**config.mk**
```make
export PLATFORM = sky130hd
export DESIGN_NAME = axi_rd_sub
export DESIGN_NICKNAME = d
export VERILOG_FILES = /design/src/hw/axi_rd_pkg.sv /design/src/hw/axi_rd_burst_seq.sv /design/src/hw/axi_rd_ctx_pipe.sv /design/src/hw/axi_rd_skid_buf.sv /design/src/hw/axi_rd_sub.sv
export VERILOG_INCLUDE_DIRS = /design/src /design/src/hw
export SDC_FILE = /design/constraint.sdc
export NUM_CORES = 1
export LEC_CHECK = 0
export BUFFER_PORTS_ARGS = -buffer_cell sky130_fd_sc_hd__buf_2
export CAP_MARGIN = 20
export CORE_ASPECT_RATIO = 0.6
export CORE_UTILIZATION = 25
export CTS_BUF_LIST = sky130_fd_sc_hd__clkbuf_8
export DETAILED_ROUTE_END_ITERATION = 6
export PLACE_DENSITY_LB_ADDON = 0.2
export SLEW_MARGIN = 0
export SYNTH_ARGS = -nofsm -noshare
export SYNTH_HDL_FRONTEND = slang
export SYNTH_HIERARCHICAL = 1
export SYNTH_SLANG_ARGS = --single-unit
```
**constraint.sdc**
```tcl
create_clock -name clk -period 4.8 [get_ports clk]
set_input_delay 0.48 -clock clk [delete_from_list [all_inputs] [get_ports clk]]
set_output_delay 0.48 -clock clk [all_outputs]
set_load 0.03 [all_outputs]
```
**src/hw/axi_rd_defines.svh**
```systemverilog
`ifndef AXI_RD_DEFINES_SVH
`define AXI_RD_DEFINES_SVH

// --------------------------------------------------------------------
// Bus widths
// --------------------------------------------------------------------

// Byte address width on AR and on the component port
`define AXI_RD_AW 32

// Data width of one beat
// The component data width must equal the AXI data width
`define AXI_RD_DW 32

// Transaction ID width
`define AXI_RD_IW 4

// --------------------------------------------------------------------
// Component timing
// --------------------------------------------------------------------

// Default cycles from a component accept (dv and not hld) to rdata
// 0 suits register files, SRAMs usually need 1 or more
// The value is fixed per component
`define AXI_RD_C_LAT_DEF 2

`endif

```
**src/hw/axi_rd_pkg.sv**
```systemverilog
`include "axi_rd_defines.svh"

package axi_rd_pkg;

    // --------------------------------------------------------------------
    // Plain vector types
    // --------------------------------------------------------------------

    // Byte address
    typedef logic [`AXI_RD_AW-1:0] addr_t;
    // One data beat
    typedef logic [`AXI_RD_DW-1:0] data_t;
    // Transaction ID
    typedef logic [`AXI_RD_IW-1:0] id_t;
    // Burst length minus one
    typedef logic [7:0] len_t;
    // Log2 of bytes per beat
    typedef logic [2:0] size_t;

    // AXI burst encodings, reserved code 2'b11 not decoded
    typedef enum logic [1:0] {
        BURST_FIXED = 2'b00,
        BURST_INCR  = 2'b01,
        BURST_WRAP  = 2'b10
    } burst_e;

    // Only OKAY and SLVERR are ever returned
    typedef enum logic [1:0] {
        RESP_OKAY   = 2'b00,
        RESP_SLVERR = 2'b10
    } resp_e;

    // --------------------------------------------------------------------
    // Packed channel and pipeline records
    // --------------------------------------------------------------------

    // AR channel payload
    typedef struct packed {
        addr_t  addr;
        burst_e burst;
        size_t  size;
        len_t   len;
        id_t    id;
    } ar_req_t;

    // Context that travels with each beat
    typedef struct packed {
        id_t   id;
        resp_e resp;
        logic  last;
    } beat_ctx_t;

    // Data plus context, also the R channel payload
    typedef struct packed {
        data_t     data;
        beat_ctx_t ctx;
    } rd_beat_t;

    // Request toward the component, addr is word aligned
    typedef struct packed {
        addr_t addr;
        id_t   id;
        size_t size;
    } comp_req_t;

endpackage

```
**src/hw/axi_rd_burst_seq.sv**
```systemverilog
`timescale 1ns/1ps
`include "axi_rd_defines.svh"

module axi_rd_burst_seq (
    input  logic                  clk,
    input  logic                  rst_n,

    // AR channel
    input  logic                  i_ar_valid,
    output logic                  o_ar_ready,
    input  axi_rd_pkg::ar_req_t   i_ar,

    // All skid stages can take a beat
    input  logic                  i_space,

    // Component request side
    input  logic                  i_comp_hld,
    output logic                  o_comp_dv,
    output axi_rd_pkg::comp_req_t o_comp_req,
    output logic                  o_comp_last,

    // Issue strobe and beat context into the latency pipe
    output logic                  o_issue,
    output axi_rd_pkg::beat_ctx_t o_issue_ctx
);

    // Byte lane index bits of one data word
    localparam int BW = $clog2(`AXI_RD_DW / 8);

    // --------------------------------------------------------------------
    // Burst state
    // --------------------------------------------------------------------

    logic                 out_of_rst_q;
    logic                 active_q;
    axi_rd_pkg::ar_req_t  ctx_q;
    axi_rd_pkg::len_t     cnt_q;
    logic                 ar_xfer;
    logic                 final_beat;

    // Address math
    axi_rd_pkg::addr_t    beat_bytes;
    axi_rd_pkg::addr_t    addr_algn;
    axi_rd_pkg::addr_t    addr_incr;
    axi_rd_pkg::addr_t    wrap_mask;
    axi_rd_pkg::addr_t    addr_nxt;

    // Held low through reset and the first edge after it
    always_ff @(posedge clk or negedge rst_n) begin
        if (!rst_n) begin
            out_of_rst_q <= 1'b0;
        end else begin
            out_of_rst_q <= 1'b1;
        end
    end

    // Free for a new burst when idle or on the last component beat
    assign o_ar_ready = out_of_rst_q && (!active_q || final_beat);
    assign ar_xfer    = i_ar_valid && o_ar_ready;

    // Request only when the whole skid chain has room
    assign o_comp_dv  = active_q && i_space;
    assign o_issue    = o_comp_dv && !i_comp_hld;
    assign final_beat = o_issue && (cnt_q == '0);

    // Active drops after the final issue, data may still be in flight
    always_ff @(posedge clk or negedge rst_n) begin
        if (!rst_n) begin
            active_q <= 1'b0;
            cnt_q    <= '0;
        end else if (ar_xfer) begin
            active_q <= 1'b1;
            cnt_q    <= i_ar.len;
        end else if (o_issue) begin
            active_q <= !final_beat;
            // Hold at zero instead of wrapping
            cnt_q    <= (cnt_q == '0) ? cnt_q : cnt_q - 1'b1;
        end
    end

    // Request record, address walks with each issue
    always_ff @(posedge clk) begin
        if (ar_xfer) begin
            ctx_q <= i_ar;
        end else if (o_issue) begin
            ctx_q.addr <= addr_nxt;
        end
    end

    // --------------------------------------------------------------------
    // Next address from the full unaligned address
    // --------------------------------------------------------------------

    always_comb begin
        beat_bytes = axi_rd_pkg::addr_t'(1) << ctx_q.size;
        // First beat of an unaligned INCR snaps to the size boundary
        addr_algn  = ctx_q.addr & ~(beat_bytes - 1'b1);
        addr_incr  = addr_algn + beat_bytes;
        // Wrap window is (len+1) beats of 2^size bytes
        wrap_mask  = ((axi_rd_pkg::addr_t'(ctx_q.len) + 1'b1) << ctx_q.size) - 1'b1;
        case (ctx_q.burst)
            axi_rd_pkg::BURST_FIXED: addr_nxt = ctx_q.addr;
            axi_rd_pkg::BURST_WRAP:  addr_nxt = (ctx_q.addr & ~wrap_mask) |
                                                (addr_incr & wrap_mask);
            default:                 addr_nxt = addr_incr;
        endcase
    end

    // Component sees word aligned addresses only
    assign o_comp_req.addr = {ctx_q.addr[`AXI_RD_AW-1:BW], BW'(0)};
    assign o_comp_req.id   = ctx_q.id;
    assign o_comp_req.size = ctx_q.size;
    assign o_comp_last     = (cnt_q == '0);

    // Beat context, error is merged later at the data return
    assign o_issue_ctx.id   = ctx_q.id;
    assign o_issue_ctx.resp = axi_rd_pkg::RESP_OKAY;
    assign o_issue_ctx.last = (cnt_q == '0);

    // --------------------------------------------------------------------
    // Assertions
    // --------------------------------------------------------------------

    // Master keeps AR valid and payload until accepted
    a_ar_hold : assert property (@(posedge clk) disable iff (!rst_n)
        (i_ar_valid && !o_ar_ready) |=> (i_ar_valid && $stable(i_ar)));

    // No request after a burst closes without a new AR behind it
    a_dv_idle : assert property (@(posedge clk) disable iff (!rst_n)
        (final_beat && !ar_xfer) |=> !o_comp_dv);

endmodule

```
**src/hw/axi_rd_ctx_pipe.sv**
```systemverilog
`timescale 1ns/1ps

module axi_rd_ctx_pipe #(
    parameter int C_LAT = 2
) (
    input  logic                  clk,
    input  logic                  rst_n,

    // Issue side
    input  logic                  i_valid,
    input  axi_rd_pkg::beat_ctx_t i_ctx,

    // Aligned with the component rdata
    output logic                  o_valid,
    output axi_rd_pkg::beat_ctx_t o_ctx
);

    // --------------------------------------------------------------------
    // Delay line of C_LAT stages
    // --------------------------------------------------------------------

    // Index 0 is the live input, index C_LAT the delayed output
    logic                  vld [C_LAT+1];
    axi_rd_pkg::beat_ctx_t ctx [C_LAT+1];

    assign vld[0] = i_valid;
    assign ctx[0] = i_ctx;

    // With C_LAT zero the loop is empty and the pipe is a wire
    for (genvar k = 1; k <= C_LAT; k++) begin : g_stage

        // Valid bits are control, cleared on reset
        always_ff @(posedge clk or negedge rst_n) begin
            if (!rst_n) begin
                vld[k] <= 1'b0;
            end else begin
                vld[k] <= vld[k-1];
            end
        end

        // Context only means something where valid is set
        always_ff @(posedge clk) begin
            ctx[k] <= ctx[k-1];
        end

    end : g_stage

    assign o_valid = vld[C_LAT];
    assign o_ctx   = ctx[C_LAT];

endmodule

```
**src/hw/axi_rd_skid_buf.sv**
```systemverilog
`timescale 1ns/1ps

module axi_rd_skid_buf (
    input  logic                 clk,
    input  logic                 rst_n,

    // Upstream
    input  logic                 i_valid,
    output logic                 o_ready,
    input  axi_rd_pkg::rd_beat_t i_beat,

    // Downstream
    output logic                 o_valid,
    input  logic                 i_ready,
    output axi_rd_pkg::rd_beat_t o_beat
);

    // --------------------------------------------------------------------
    // One entry skid register
    // --------------------------------------------------------------------

    logic                 full_q;
    axi_rd_pkg::rd_beat_t skid_q;
    logic                 capture;
    logic                 drain;

    // Take a beat only when it would otherwise be lost
    assign capture = i_valid && !full_q && !i_ready;
    // Captured beat leaves once downstream accepts
    assign drain   = full_q && i_ready;

    // Ready depends only on local state, no comb path from i_ready
    assign o_ready = !full_q;

    // Empty means pass through in the same cycle
    assign o_valid = full_q || i_valid;
    assign o_beat  = full_q ? skid_q : i_beat;

    always_ff @(posedge clk or negedge rst_n) begin
        if (!rst_n) begin
            full_q <= 1'b0;
        end else if (capture) begin
            full_q <= 1'b1;
        end else if (drain) begin
            full_q <= 1'b0;
        end
    end

    // Payload is guarded by full_q
    always_ff @(posedge clk) begin
        if (capture) begin
            skid_q <= i_beat;
        end
    end

    // --------------------------------------------------------------------
    // Assertions
    // --------------------------------------------------------------------

    // Upstream that is refused must keep the same beat
    // Stage 0 has no way to hold, so the sequencer must never cause this
    a_no_drop : assert property (@(posedge clk) disable iff (!rst_n)
        (i_valid && !o_ready) |=> (i_valid && $stable(i_beat)));

    // Stalled output holds until taken
    a_out_stable : assert property (@(posedge clk) disable iff (!rst_n)
        (o_valid && !i_ready) |=> (o_valid && $stable(o_beat)));

endmodule

```
**src/hw/axi_rd_sub.sv**
```systemverilog
`timescale 1ns/1ps
`include "axi_rd_defines.svh"

module axi_rd_sub #(
    parameter int C_LAT = `AXI_RD_C_LAT_DEF
) (
    input  logic                  clk,
    input  logic                  rst_n,

    // AR channel
    input  logic                  i_ar_valid,
    output logic                  o_ar_ready,
    input  axi_rd_pkg::ar_req_t   i_ar,

    // R channel
    output logic                  o_r_valid,
    input  logic                  i_r_ready,
    output axi_rd_pkg::rd_beat_t  o_r,

    // Component port
    output logic                  o_comp_dv,
    output axi_rd_pkg::comp_req_t o_comp_req,
    output logic                  o_comp_last,
    input  logic                  i_comp_hld,
    input  logic                  i_comp_err,
    input  axi_rd_pkg::data_t     i_comp_rdata
);

    // --------------------------------------------------------------------
    // Request side
    // --------------------------------------------------------------------

    logic                  issue;
    axi_rd_pkg::beat_ctx_t issue_ctx;
    logic                  ret_valid;
    axi_rd_pkg::beat_ctx_t ret_ctx;
    logic                  space;

    // Skid chain, index C_LAT+1 faces the R channel
    logic [C_LAT+1:0]                 stg_valid;
    logic [C_LAT+1:0]                 stg_ready;
    axi_rd_pkg::rd_beat_t [C_LAT+1:0] stg_beat;

    axi_rd_burst_seq u_seq (
        .clk         (clk),
        .rst_n       (rst_n),
        .i_ar_valid  (i_ar_valid),
        .o_ar_ready  (o_ar_ready),
        .i_ar        (i_ar),
        .i_space     (space),
        .i_comp_hld  (i_comp_hld),
        .o_comp_dv   (o_comp_dv),
        .o_comp_req  (o_comp_req),
        .o_comp_last (o_comp_last),
        .o_issue     (issue),
        .o_issue_ctx (issue_ctx)
    );

    // Context waits out the component latency
    axi_rd_ctx_pipe #(
        .C_LAT (C_LAT)
    ) u_ctx_pipe (
        .clk     (clk),
        .rst_n   (rst_n),
        .i_valid (issue),
        .i_ctx   (issue_ctx),
        .o_valid (ret_valid),
        .o_ctx   (ret_ctx)
    );

    // --------------------------------------------------------------------
    // Data return and skid chain
    // --------------------------------------------------------------------

    // Join rdata with its context, component error becomes SLVERR
    assign stg_valid[0]         = ret_valid;
    assign stg_beat[0].data     = i_comp_rdata;
    assign stg_beat[0].ctx.id   = ret_ctx.id;
    assign stg_beat[0].ctx.last = ret_ctx.last;
    assign stg_beat[0].ctx.resp = i_comp_err ? axi_rd_pkg::RESP_SLVERR : ret_ctx.resp;

    // One stage per beat that can be in flight
    for (genvar s = 0; s <= C_LAT; s++) begin : g_skid
        axi_rd_skid_buf u_skid (
            .clk     (clk),
            .rst_n   (rst_n),
            .i_valid (stg_valid[s]),
            .o_ready (stg_ready[s]),
            .i_beat  (stg_beat[s]),
            .o_valid (stg_valid[s+1]),
            .i_ready (stg_ready[s+1]),
            .o_beat  (stg_beat[s+1])
        );
    end : g_skid

    // Worst case room check, R ready itself is left out
    assign space = &stg_ready[C_LAT:0];

    assign stg_ready[C_LAT+1] = i_r_ready;
    assign o_r_valid          = stg_valid[C_LAT+1];
    assign o_r                = stg_beat[C_LAT+1];

    // Returned data always finds stage 0 empty
    a_ret_room : assert property (@(posedge clk) disable iff (!rst_n)
        stg_valid[0] |-> stg_ready[0]);

endmodule

```
After elaboration in Yosys (flattened, before gate mapping)
Cells that the tools add are included.
{ "word_totals": {"regBits": 191, "inputBits": 87, "out_inout_bits": 82, "elab_cells": 97} }
{ "classes": {"addsub": 5, "n_eq_ne": 3, "shift": 2, "muxes": 18, "n_bitwise": 6, "reduce_logical": 34} }
{ "op_table": {"columns": ["op", "n"], "rows": [
  ["39-bit two-way mux", 3],
  ["32-bit bitwise AND", 3],
  ["32-bit two-way mux", 2],
  ["32-bit NOT", 2],
  ["32-bit case mux with 2 select lines", 1],
  ["32-bit by 1-bit subtractor with 32-bit output, second input constant", 2],
  ["32-bit adder", 1],
  ["32-bit OR", 1],
  ["1-bit by 3-bit << shifter with 32-bit output, first input constant", 1],
  ["32-bit by 3-bit << shifter with 32-bit output", 1],
  ["8-bit two-way mux", 3],
  ["1-bit logical AND", 14],
  ["8-bit by 1-bit adder with 9-bit output, second input constant", 1],
  ["8-bit zero test", 1],
  ["1-bit two-way mux", 8],
  ["2-bit nonzero test", 4],
  ["8-bit by 1-bit subtractor with 8-bit output, second input constant", 1],
  ["1-bit zero test", 7],
  ["1-bit logical OR", 4],
  ["2-bit by 1-bit != test with 1-bit output, second input constant", 2],
  ["2-bit AND reduction", 2],
  ["3-bit AND reduction", 1],
  ["2-bit equality test, second input constant", 1],
  ["2-bit zero test", 1],
  ["2-bit two-way mux", 1]
]} }

Longest topological paths before layout
Gate-level depths: netlist of run 1.
{ "depth": {"depth_word": 10, "ltp_mapped": 15} }

Hierarchy
The synthesis of run 1 kept the hierarchy.
{ "by_module_without_submodules": {"columns": ["module", "instances", "cells_each", "area_each_um2", "seq_area_each_um2"], "rows": [
  ["axi_rd_skid_buf", 3, 88, 1880.6, 1196.1],
  ["axi_rd_burst_seq", 1, 597, 5052.3, 1721.7],
  ["axi_rd_ctx_pipe", 1, 23, 382.9, 330.3],
  ["axi_rd_sub", 1, 3, 21.3, 0.0]
]} }

Least setup slack after synthesis of run 1
Ideal clock, no wire load.
{ "synth_timing": {"kind": "flip-flop to flip-flop", "from": "register g_skid[0].u_skid.full_q", "to": "register g_skid[2].u_skid/skid_q[0] (netlist name), enable pin", "arrival_time_ps": 3727, "required_time_ps": 4308, "path_slack_ps": 581, "path_stages_with_launch": 6, "n_path_buf": 2, "synth_period_minus_slack_ps": 4219, "path_cell_list": "dfrtp_1 buf_6 buf_6 or2_2 or2_2 nor3b_1"} }
{ "synth_via": {"elab_chain_len": 4} }
{ "synth_rtl": {"columns": ["item", "line_no", "source"], "rows": [
  ["start: declaration", "axi_rd_skid_buf.sv:22", "logic full_q;"],
  ["start signal: assignment", "axi_rd_skid_buf.sv:41", "full_q <= 1'b0;"],
  ["start signal: assignment", "axi_rd_skid_buf.sv:43", "full_q <= 1'b1;"],
  ["start signal: assignment", "axi_rd_skid_buf.sv:45", "full_q <= 1'b0;"],
  ["1-bit logical OR", "axi_rd_skid_buf.sv:36", "assign o_valid = full_q || i_valid;"],
  ["via stg_valid[1]", "axi_rd_sub.sv:40", "logic [C_LAT+1:0] stg_valid;"],
  ["1-bit logical OR", "axi_rd_skid_buf.sv:36", null],
  ["via stg_valid[2]", "axi_rd_sub.sv:40", null],
  ["1-bit logical AND (2 in a row)", "axi_rd_skid_buf.sv:28", "assign capture = i_valid && !full_q && !i_ready;"],
  ["via g_skid[2].u_skid.capture", "axi_rd_skid_buf.sv:24", "logic capture;"],
  ["end signal: assignment", "axi_rd_skid_buf.sv:52", "skid_q <= i_beat;"],
  ["end: declaration", "axi_rd_skid_buf.sv:23", "axi_rd_pkg::rd_beat_t skid_q;"]
]} }
The timed path passes the listed nets, and every way through them passes these cells.
A chain may end at the register's enable or synchronous reset.

==> results of run 1 <==
==> cells in the mapped netlist (4+ instances only) <==
| library cell | number |
|---|---|
| edfxtp_1 | 166 |
| mux2_4 | 108 |
| nor2_1 | 84 |
| buf_4 | 57 |
| nand2_1 | 49 |
| o21ai_0 | 32 |
| xnor2_1 | 27 |
| a21oi_1 | 22 |
| a211oi_1 | 20 |
| clkbuf_1 | 19 |
| inv_1 | 19 |
| dfrtp_1 | 15 |
| nand2b_1 | 15 |
| nand3_1 | 15 |
| xor2_1 | 15 |
| dfxtp_1 | 14 |
| nor3_1 | 14 |
| and2_1 | 11 |
| mux2_2 | 10 |
| buf_12 | 9 |
| a21o_1 | 8 |
| and3_1 | 8 |
| ha_1 | 8 |
| nand4_1 | 8 |
| nor2b_1 | 7 |
| o211ai_1 | 7 |
| buf_2 | 6 |
| buf_6 | 6 |
| nor4_1 | 6 |
| or2_2 | 6 |
| or3_1 | 6 |
| a31oi_1 | 5 |
| and4_1 | 5 |
| o21a_1 | 5 |
| o31ai_1 | 5 |
| a211oi_2 | 4 |
| a221o_1 | 4 |
| nor3b_1 | 4 |
==> per-layer routing <==
layer	vias to the layer above	global-route usage	share of wire
li1	3418	-	-
met1	3462	0.173	0.51
met2	171	0.176	0.43
met3	14	0.0266	0.048
met4	0	0.0298	0.0086
met5	-	0	0
==> logic make-up after synthesis <==
group                    count (synthesis)  synth area share
AO/OA/AOI/OAI                          144            0.0934
flip-flops                             195             0.508
multiplexers                           120             0.158
buffers and inverters                  120            0.0780
AND/OR/NAND/NOR                        253             0.115
other                                    2          0.000677
adder cells (fa/ha/maj)                  8           0.00902
XOR/XNOR                                45            0.0375
==> cell type report <==
class / count / area share
clock buffer: 17 / 0.0188
multi-input combinational: 575 / 0.370
tap: 579 / 0.0581
inverter: 20 / 0.00602
sequential: 195 / 0.453
timing repair buffer: 183 / 0.0770
clock inverter: 15 / 0.0172
==> through the flow <==
stage	util	hold slack, ps	cells
2_1_floorplan	-	184	890
3_3_place_gp	0.276	311	1551
3_5_place_dp	0.276	312	1551
4_1_cts	0.286	80.9	1584
5_1_grt	0.286	87.6	1584
6_report	0.286	134	1584
==> power by group through the flow <==
stage,clock [uW],sequential [uW],combinational [uW]
6_report,1180,2490,2650
5_1_grt,1300,2540,2860
4_1_cts,1240,2500,2690
3_5_place_dp,0,2540,2690
3_3_place_gp,0,2530,2680
2_1_floorplan,0,2480,2260
==> worst max-delay path by stage <==
stage | start | endpoint | slack, ps
after detailed placement | u_seq/o_comp_req[1]$_DFFE_PP_ | flop | 970
final | u_seq/ctx_q[4]$_DFFE_PP_ | flop | 890
after floorplan | g_skid[0].u_skid/full_q$_DFFE_PN0P_ | g_skid[2].u_skid/skid_q[0]$_DFFE_PP_ | 580
after global placement | u_seq/ctx_q[4]$_DFFE_PP_ | flop | 1060
after global routing | u_seq/ctx_q[4]$_DFFE_PP_ | flop | 480
after CTS | u_seq/o_comp_req[1]$_DFFE_PP_ | flop | 890
==> critical path, cell delays in order, from the launching register on <==
cell	delay, ps
edfxtp_1	580
ha_1	350
xnor2_2	260
a221oi_1	210
a22o_1	280
a31oi_1	310
and3_1	300
nand4_1	210
nor3_4	330
a21boi_0	230
ha_1	250
and2_1	150
o21ai_0	170
==> cells in the final DEF (no fill, tap or decap), types with 5 or more instances in the layout <==
cell	netlist	final
a211oi_1	20	20
a21o_1	8	8
a21oi_1	22	22
a31oi_1	5	5
and2_1	11	11
and3_1	8	8
and4_1	5	5
buf_2	6	166
buf_4	57	16
clkbuf_8	0	17
clkinv_8	0	6
conb_1	2	5
dfrtp_1	15	12
dfxtp_1	14	14
edfxtp_1	166	166
ha_1	8	8
inv_1	19	19
mux2_2	10	10
mux2_4	108	108
nand2_1	49	48
nand2b_1	15	15
nand3_1	15	15
nand4_1	8	8
nor2_1	84	84
nor2b_1	7	7
nor3_1	14	14
nor4_1	6	6
o211ai_1	7	7
o21a_1	5	5
o21ai_0	32	32
o31ai_1	5	5
or2_2	6	6
or3_1	6	6
xnor2_1	27	27
xor2_1	15	15
==> results.py, run 1 <==
metrics = {
    "routing": {
        "num_vias": 7065,
        "drt_first_pass_iters": 7,
        "drt_iter0_markers": 504,
        "wl_um": 26800,
        "drc_errors": 16,
        "avgRoutedWirePerCell_um": 16.9,
        "vias_per_cell": 4.46,
        "postRouteAntennaNets": 0,
    },
    "die": {
        "dieArea_sq_um": 45300,
        "io_pins": 169,
        "rows": 59,
        "core_sq_um": 43600,
        "initial_core_util": 0.255,
        "fp.dieH_um": 165,
        "die_w_um": 274,
    },
    "min_path": {
        "hold_path_depth": 1,
        "hp-start": "i_ar[12]",
        "hp-class": "input port to flop",
        "min_to": "u_seq/o_comp_req[0]$_DFFE_PP_",
    },
    "synth": {
        "syn_area_sq_um": 11100,
        "synth_top_area_cell": "edfxtp_1",
        "synth_flop_cell": "edfxtp_1",
        "synth.area.top_cells": "edfxtp_1, mux2_4, buf_4",
        "netlist_instances": 887,
        "avgSynthCellArea_sq_um": 12.5,
        "synth_top_cell_area_share": 0.449,
        "synth.distinct_cells": 78,
        "ys_seq_area_frac": 0.508,
        "ys_ff_latch": 195,
        "yosysWarnings": 6,
        "synth_edf_count": 166,
        "async_flop_share": 0.0769,
    },
    "cells_and_area": {
        "syn_to_final_growth_pct": 12.4,
        "nFillCells": 4553,
        "drive_gt1_frac": 0.369,
        "multi_input_area_sq_um": 4620,
        "final_cell_area_sq_um": 12500,
        "n_antenna_cell": 0,
        "fin_nets": 1087,
        "regArea_sq_um": 5640,
    },
    "sta": {
        "finalHoldViolCount": 0,
        "worst_slew_pin_slew_ps": 863,
        "max_freq_ghz": 0.256,
        "max_slew_margin": 0.425,
        "tns_ps": 0,
        "grt_setup_unrepaired": "false",
        "timing.final.max_slew_violations": 0,
        "finClkSkew_ps": 28.7,
        "fin_crit_ps": 3910,
        "setup_ws_ps": 889,
        "fin_crit_sh": 0.815,
        "finalSetupViolations": 0,
    },
    "clock_tree": {
        "cts_setup_buffers": 0,
        "htreeDepth": 4,
        "cts_hold_buffers": 1,
        "clock_latency_ps": 500,
        "cts-root-buf": "clkbuf_8",
        "path_clk_slew_ps": 140,
        "clock-sinks": 195,
        "cts_tree": "built",
        "clk_path_buf_depth": 2,
        "cts_buffers": 17,
        "cts_resized": 0,
    },
    "critical_path": {
        "path_class": "flop to flop",
        "cp-end-kind": "flop",
        "setup.worst_path.start_class": "flop",
        "cp.arrival_ps": 4120,
        "reg2reg_slack_ps": 890,
        "reg2reg_from": "u_seq/ctx_q[4]$_DFFE_PP_",
        "crit_fanout": 13,
        "cp.required_ps": 5010,
        "rr_worst_depth": 12,
    },
    "pwr": {
        "power_uw": 6320,
        "comb_power_share": 0.419,
        "p_leak_uw": 0.00469,
        "power_frac_clock": 0.186,
        "p_seq_frac": 0.394,
        "irDropWorstVdd_mv": 0.236,
        "p_sw_frac": 0.399,
        "cellPowerDensity_nw_per_um2": 506,
        "p_switching_uw": 2520,
        "p_int_uw": 3790,
    },
    "job": {
        "drv_cap": 0,
    },
    "status": {
        "failed_checks": "design-rule violations",
        "run_status": "finished, violations left",
    },
    "global_routing": {
        "grt_pass1_vias": 6768,
        "grt_max_degree": 55,
        "antenna_found_initial": 1,
        "grt_overflow": 0,
        "grt.total_usage": 0.119,
        "grt_pass1_wl_um": 40700,
    },
    "placed_design": {
        "io_buffers": 166,
        "dp_hpwl_um": 19500,
        "dp_slack_ps": 971,
        "gp_congestion": 0.881,
        "placed_area_sq_um": 12000,
    },
}
No activity file was read; power rests on OpenSTA's default activity.
==> inputs of run 2 (changes only) <==
==> constraint.sdc (replaced) <==
create_clock -name clk -period 3.7 [get_ports clk]
set_input_delay 0.37 -clock clk [delete_from_list [all_inputs] [get_ports clk]]
set_output_delay 0.37 -clock clk [all_outputs]
set_load 0.03 [all_outputs]
==> results.py, run 2 (synthesis gave the netlist of run 1 again) <==
metrics = {
    "routing": {
        "drc_errors": 14,
        "num_vias": 7113,
        "postRouteAntennaNets": 0,
        "vias_per_cell": 4.39,
        "drt_iter0_markers": 579,
        "avgRoutedWirePerCell_um": 17.0,
        "wl_um": 27600,
        "drt_first_pass_iters": 7,
    },
    "pwr": {
        "p_leak_uw": 0.00487,
        "irDropWorstVdd_mv": 0.218,
        "cellPowerDensity_nw_per_um2": 646,
    },
    "status": {
        "run_status": "finished, violations left",
        "failed_checks": "design-rule violations",
    },
    "sta": {
        "finClkSkew_ps": 34.2,
        "max_slew_margin": 0.441,
        "finalSetupViolations": 0,
        "tns_ps": 0,
        "grt_setup_unrepaired": "false",
        "fin_crit_ps": 3490,
        "max_freq_ghz": 0.286,
        "fin_crit_sh": 0.944,
        "timing.final.max_slew_violations": 0,
        "finalHoldViolCount": 0,
        "worst_slew_pin_slew_ps": 839,
    },
    "die": {
        "initial_core_util": 0.255,
        "fp.dieH_um": 165,
        "dieArea_sq_um": 45300,
        "io_pins": 169,
        "core_sq_um": 43600,
        "rows": 59,
        "die_w_um": 274,
    },
    "global_routing": {
        "met3_usage": 0.0320,
        "grt_max_degree": 53,
        "antenna_found_initial": 3,
        "top_usage_layer": "met2",
        "grt_util_met2": 0.183,
        "grt_use_met1": 0.177,
        "grt_pass1_vias": 6916,
        "grt.total_usage": 0.122,
        "grt_overflow": 0,
        "grt_pass1_wl_um": 41500,
    },
    "critical_path": {
        "crit_buf_inv": 0,
        "path_class": "flop to flop",
        "cp-end-kind": "flop",
        "path_common_cell": "ha_1",
        "crit_fanout": 6,
        "path_cells": "ha_1, nand3_2, xnor2_1, a211oi_2, o221ai_2, o41ai_2, nand4_1, nor3_4, a21boi_0, ha_1, and2_1, o21ai_0",
        "cpLargestDelayFamily": "compound AO/OA/AOI/OAI gates",
        "slowest_stage": "edfxtp_1",
        "slowest_delay_ps": 470,
        "cp.required_ps": 3910,
        "setup.worst_path.start_class": "flop",
        "cp.arrival_ps": 3700,
    },
    "clock_tree": {
        "cts_buffers": 17,
        "clock_latency_ps": 510,
        "htreeDepth": 4,
        "cts_tree": "built",
        "clk_path_buf_depth": 2,
        "cts_setup_buffers": 0,
        "path_clk_slew_ps": 140,
        "cts-root-buf": "clkbuf_8",
        "clock-sinks": 195,
    },
    "cells_and_area": {
        "drive_gt1_frac": 0.376,
        "regArea_sq_um": 5640,
        "fin_nets": 1124,
        "multi_input_area_sq_um": 4650,
        "syn_to_final_growth_pct": 15.7,
        "final_cell_area_sq_um": 12800,
        "nFillCells": 4524,
        "n_antenna_cell": 0,
        "most-common-layout-cells": "edfxtp_1, buf_2, mux2_4",
    },
    "placed_design": {
        "gp_congestion": 0.845,
        "io_buffers": 166,
        "placed_area_sq_um": 12200,
        "dp_hpwl_um": 19800,
    },
    "min_path": {
        "hp-class": "input port to flop",
    },
    "job": {
        "drv_cap": 0,
    },
}
-- run 2: cell count changes in the layout (fill, tap and decap cells not counted) --
cell | before | now
nor3b_2 | 3 | 0
dlygate4sd3_1 | 1 | 19
inv_6 | 1 | 2
a31oi_1 | 5 | 4
nand2b_2 | 0 | 1
nor3b_4 | 0 | 3
nand2b_1 | 15 | 14
inv_12 | 4 | 3
buf_12 | 0 | 1
buf_4 | 16 | 34
a31oi_2 | 0 | 1
inv_16 | 0 | 1
clkinv_4 | 1 | 0
-- run 2: area by class of cell --
type	count	area share
tap	579	0.0564
inverter	20	0.00585
timing repair buffer	220	0.101
sequential	195	0.440
multi-input combinational	575	0.362
clock buffer	17	0.0182
clock inverter	15	0.0170
-- run 2: worst paths after layout --
check | from | end | slack, ps | depth (start not counted)
worst min register to register | u_ctx_pipe/ctx[7]$_DFF_P_ | u_ctx_pipe/o_ctx[0]$_DFF_P_ | 320 | 0
max in group asynchronous | rst_n | g_skid[0].u_skid/full_q$_DFFE_PN0P_ | 3070 | 2
worst max register to register | u_seq/ctx_q[5]$_DFFE_PP_ | flop | 210 | 12
min in group asynchronous | rst_n | u_seq/cnt_q[7]$_DFFE_PN0P_ | 330 | 2
worst min-delay path | i_ar[8] | u_seq/ctx_q[8]$_DFFE_PP_ | 60 | 1
worst max-delay path | u_seq/ctx_q[5]$_DFFE_PP_ | flop | 210 | 12
-- run 2: per-stage QoR --
step | util | setup WS, ps | hold WS, ps | cells | power (uW)
after floorplan | - | 194 | 74.4 | 890 | 6130
after global placement | 0.280 | 270 | 310 | 1569 | 6800
after detailed placement | 0.280 | 218 | 314 | 1570 | 6830
after CTS | 0.294 | 212 | 0.771 | 1618 | 8440
after global routing | 0.295 | 22.3 | 0.730 | 1621 | 8800
final | 0.295 | 208 | 58.9 | 1621 | 8290
-- run 2: power breakdown --
part / switching (uW) / total, uW / internal (uW)
clock: 1000 / 1560 / 554
sequential: 242 / 3230 / 2990
combinational: 2070 / 3510 / 1440
total: 3310 / 8290 / 4980
-- run 2: what timing repair did --
item | in CTS | in global routing
hold buffers | 16 | 3
hold endpoints to repair | 30 | 3
endpoints found under the setup margin | 0 | 5
gates resized for setup | 0 | 2
-- run 2: worst reg2reg max path, cell delays in order, from the launching register on --
cell	delay, ps
edfxtp_1	470
ha_1	300
nand3_2	160
xnor2_1	210
a211oi_2	240
o221ai_2	190
o41ai_2	400
nand4_1	240
nor3_4	240
a21boi_0	220
ha_1	260
and2_1	140
o21ai_0	160
-- run 2: layer usage --
layer / routed length (um) / up-vias
li1: - / 3487
met3: 1250 / 11
met5: 11 / -
met2: 12000 / 146
met4: 144 / 2
met1: 14200 / 3467
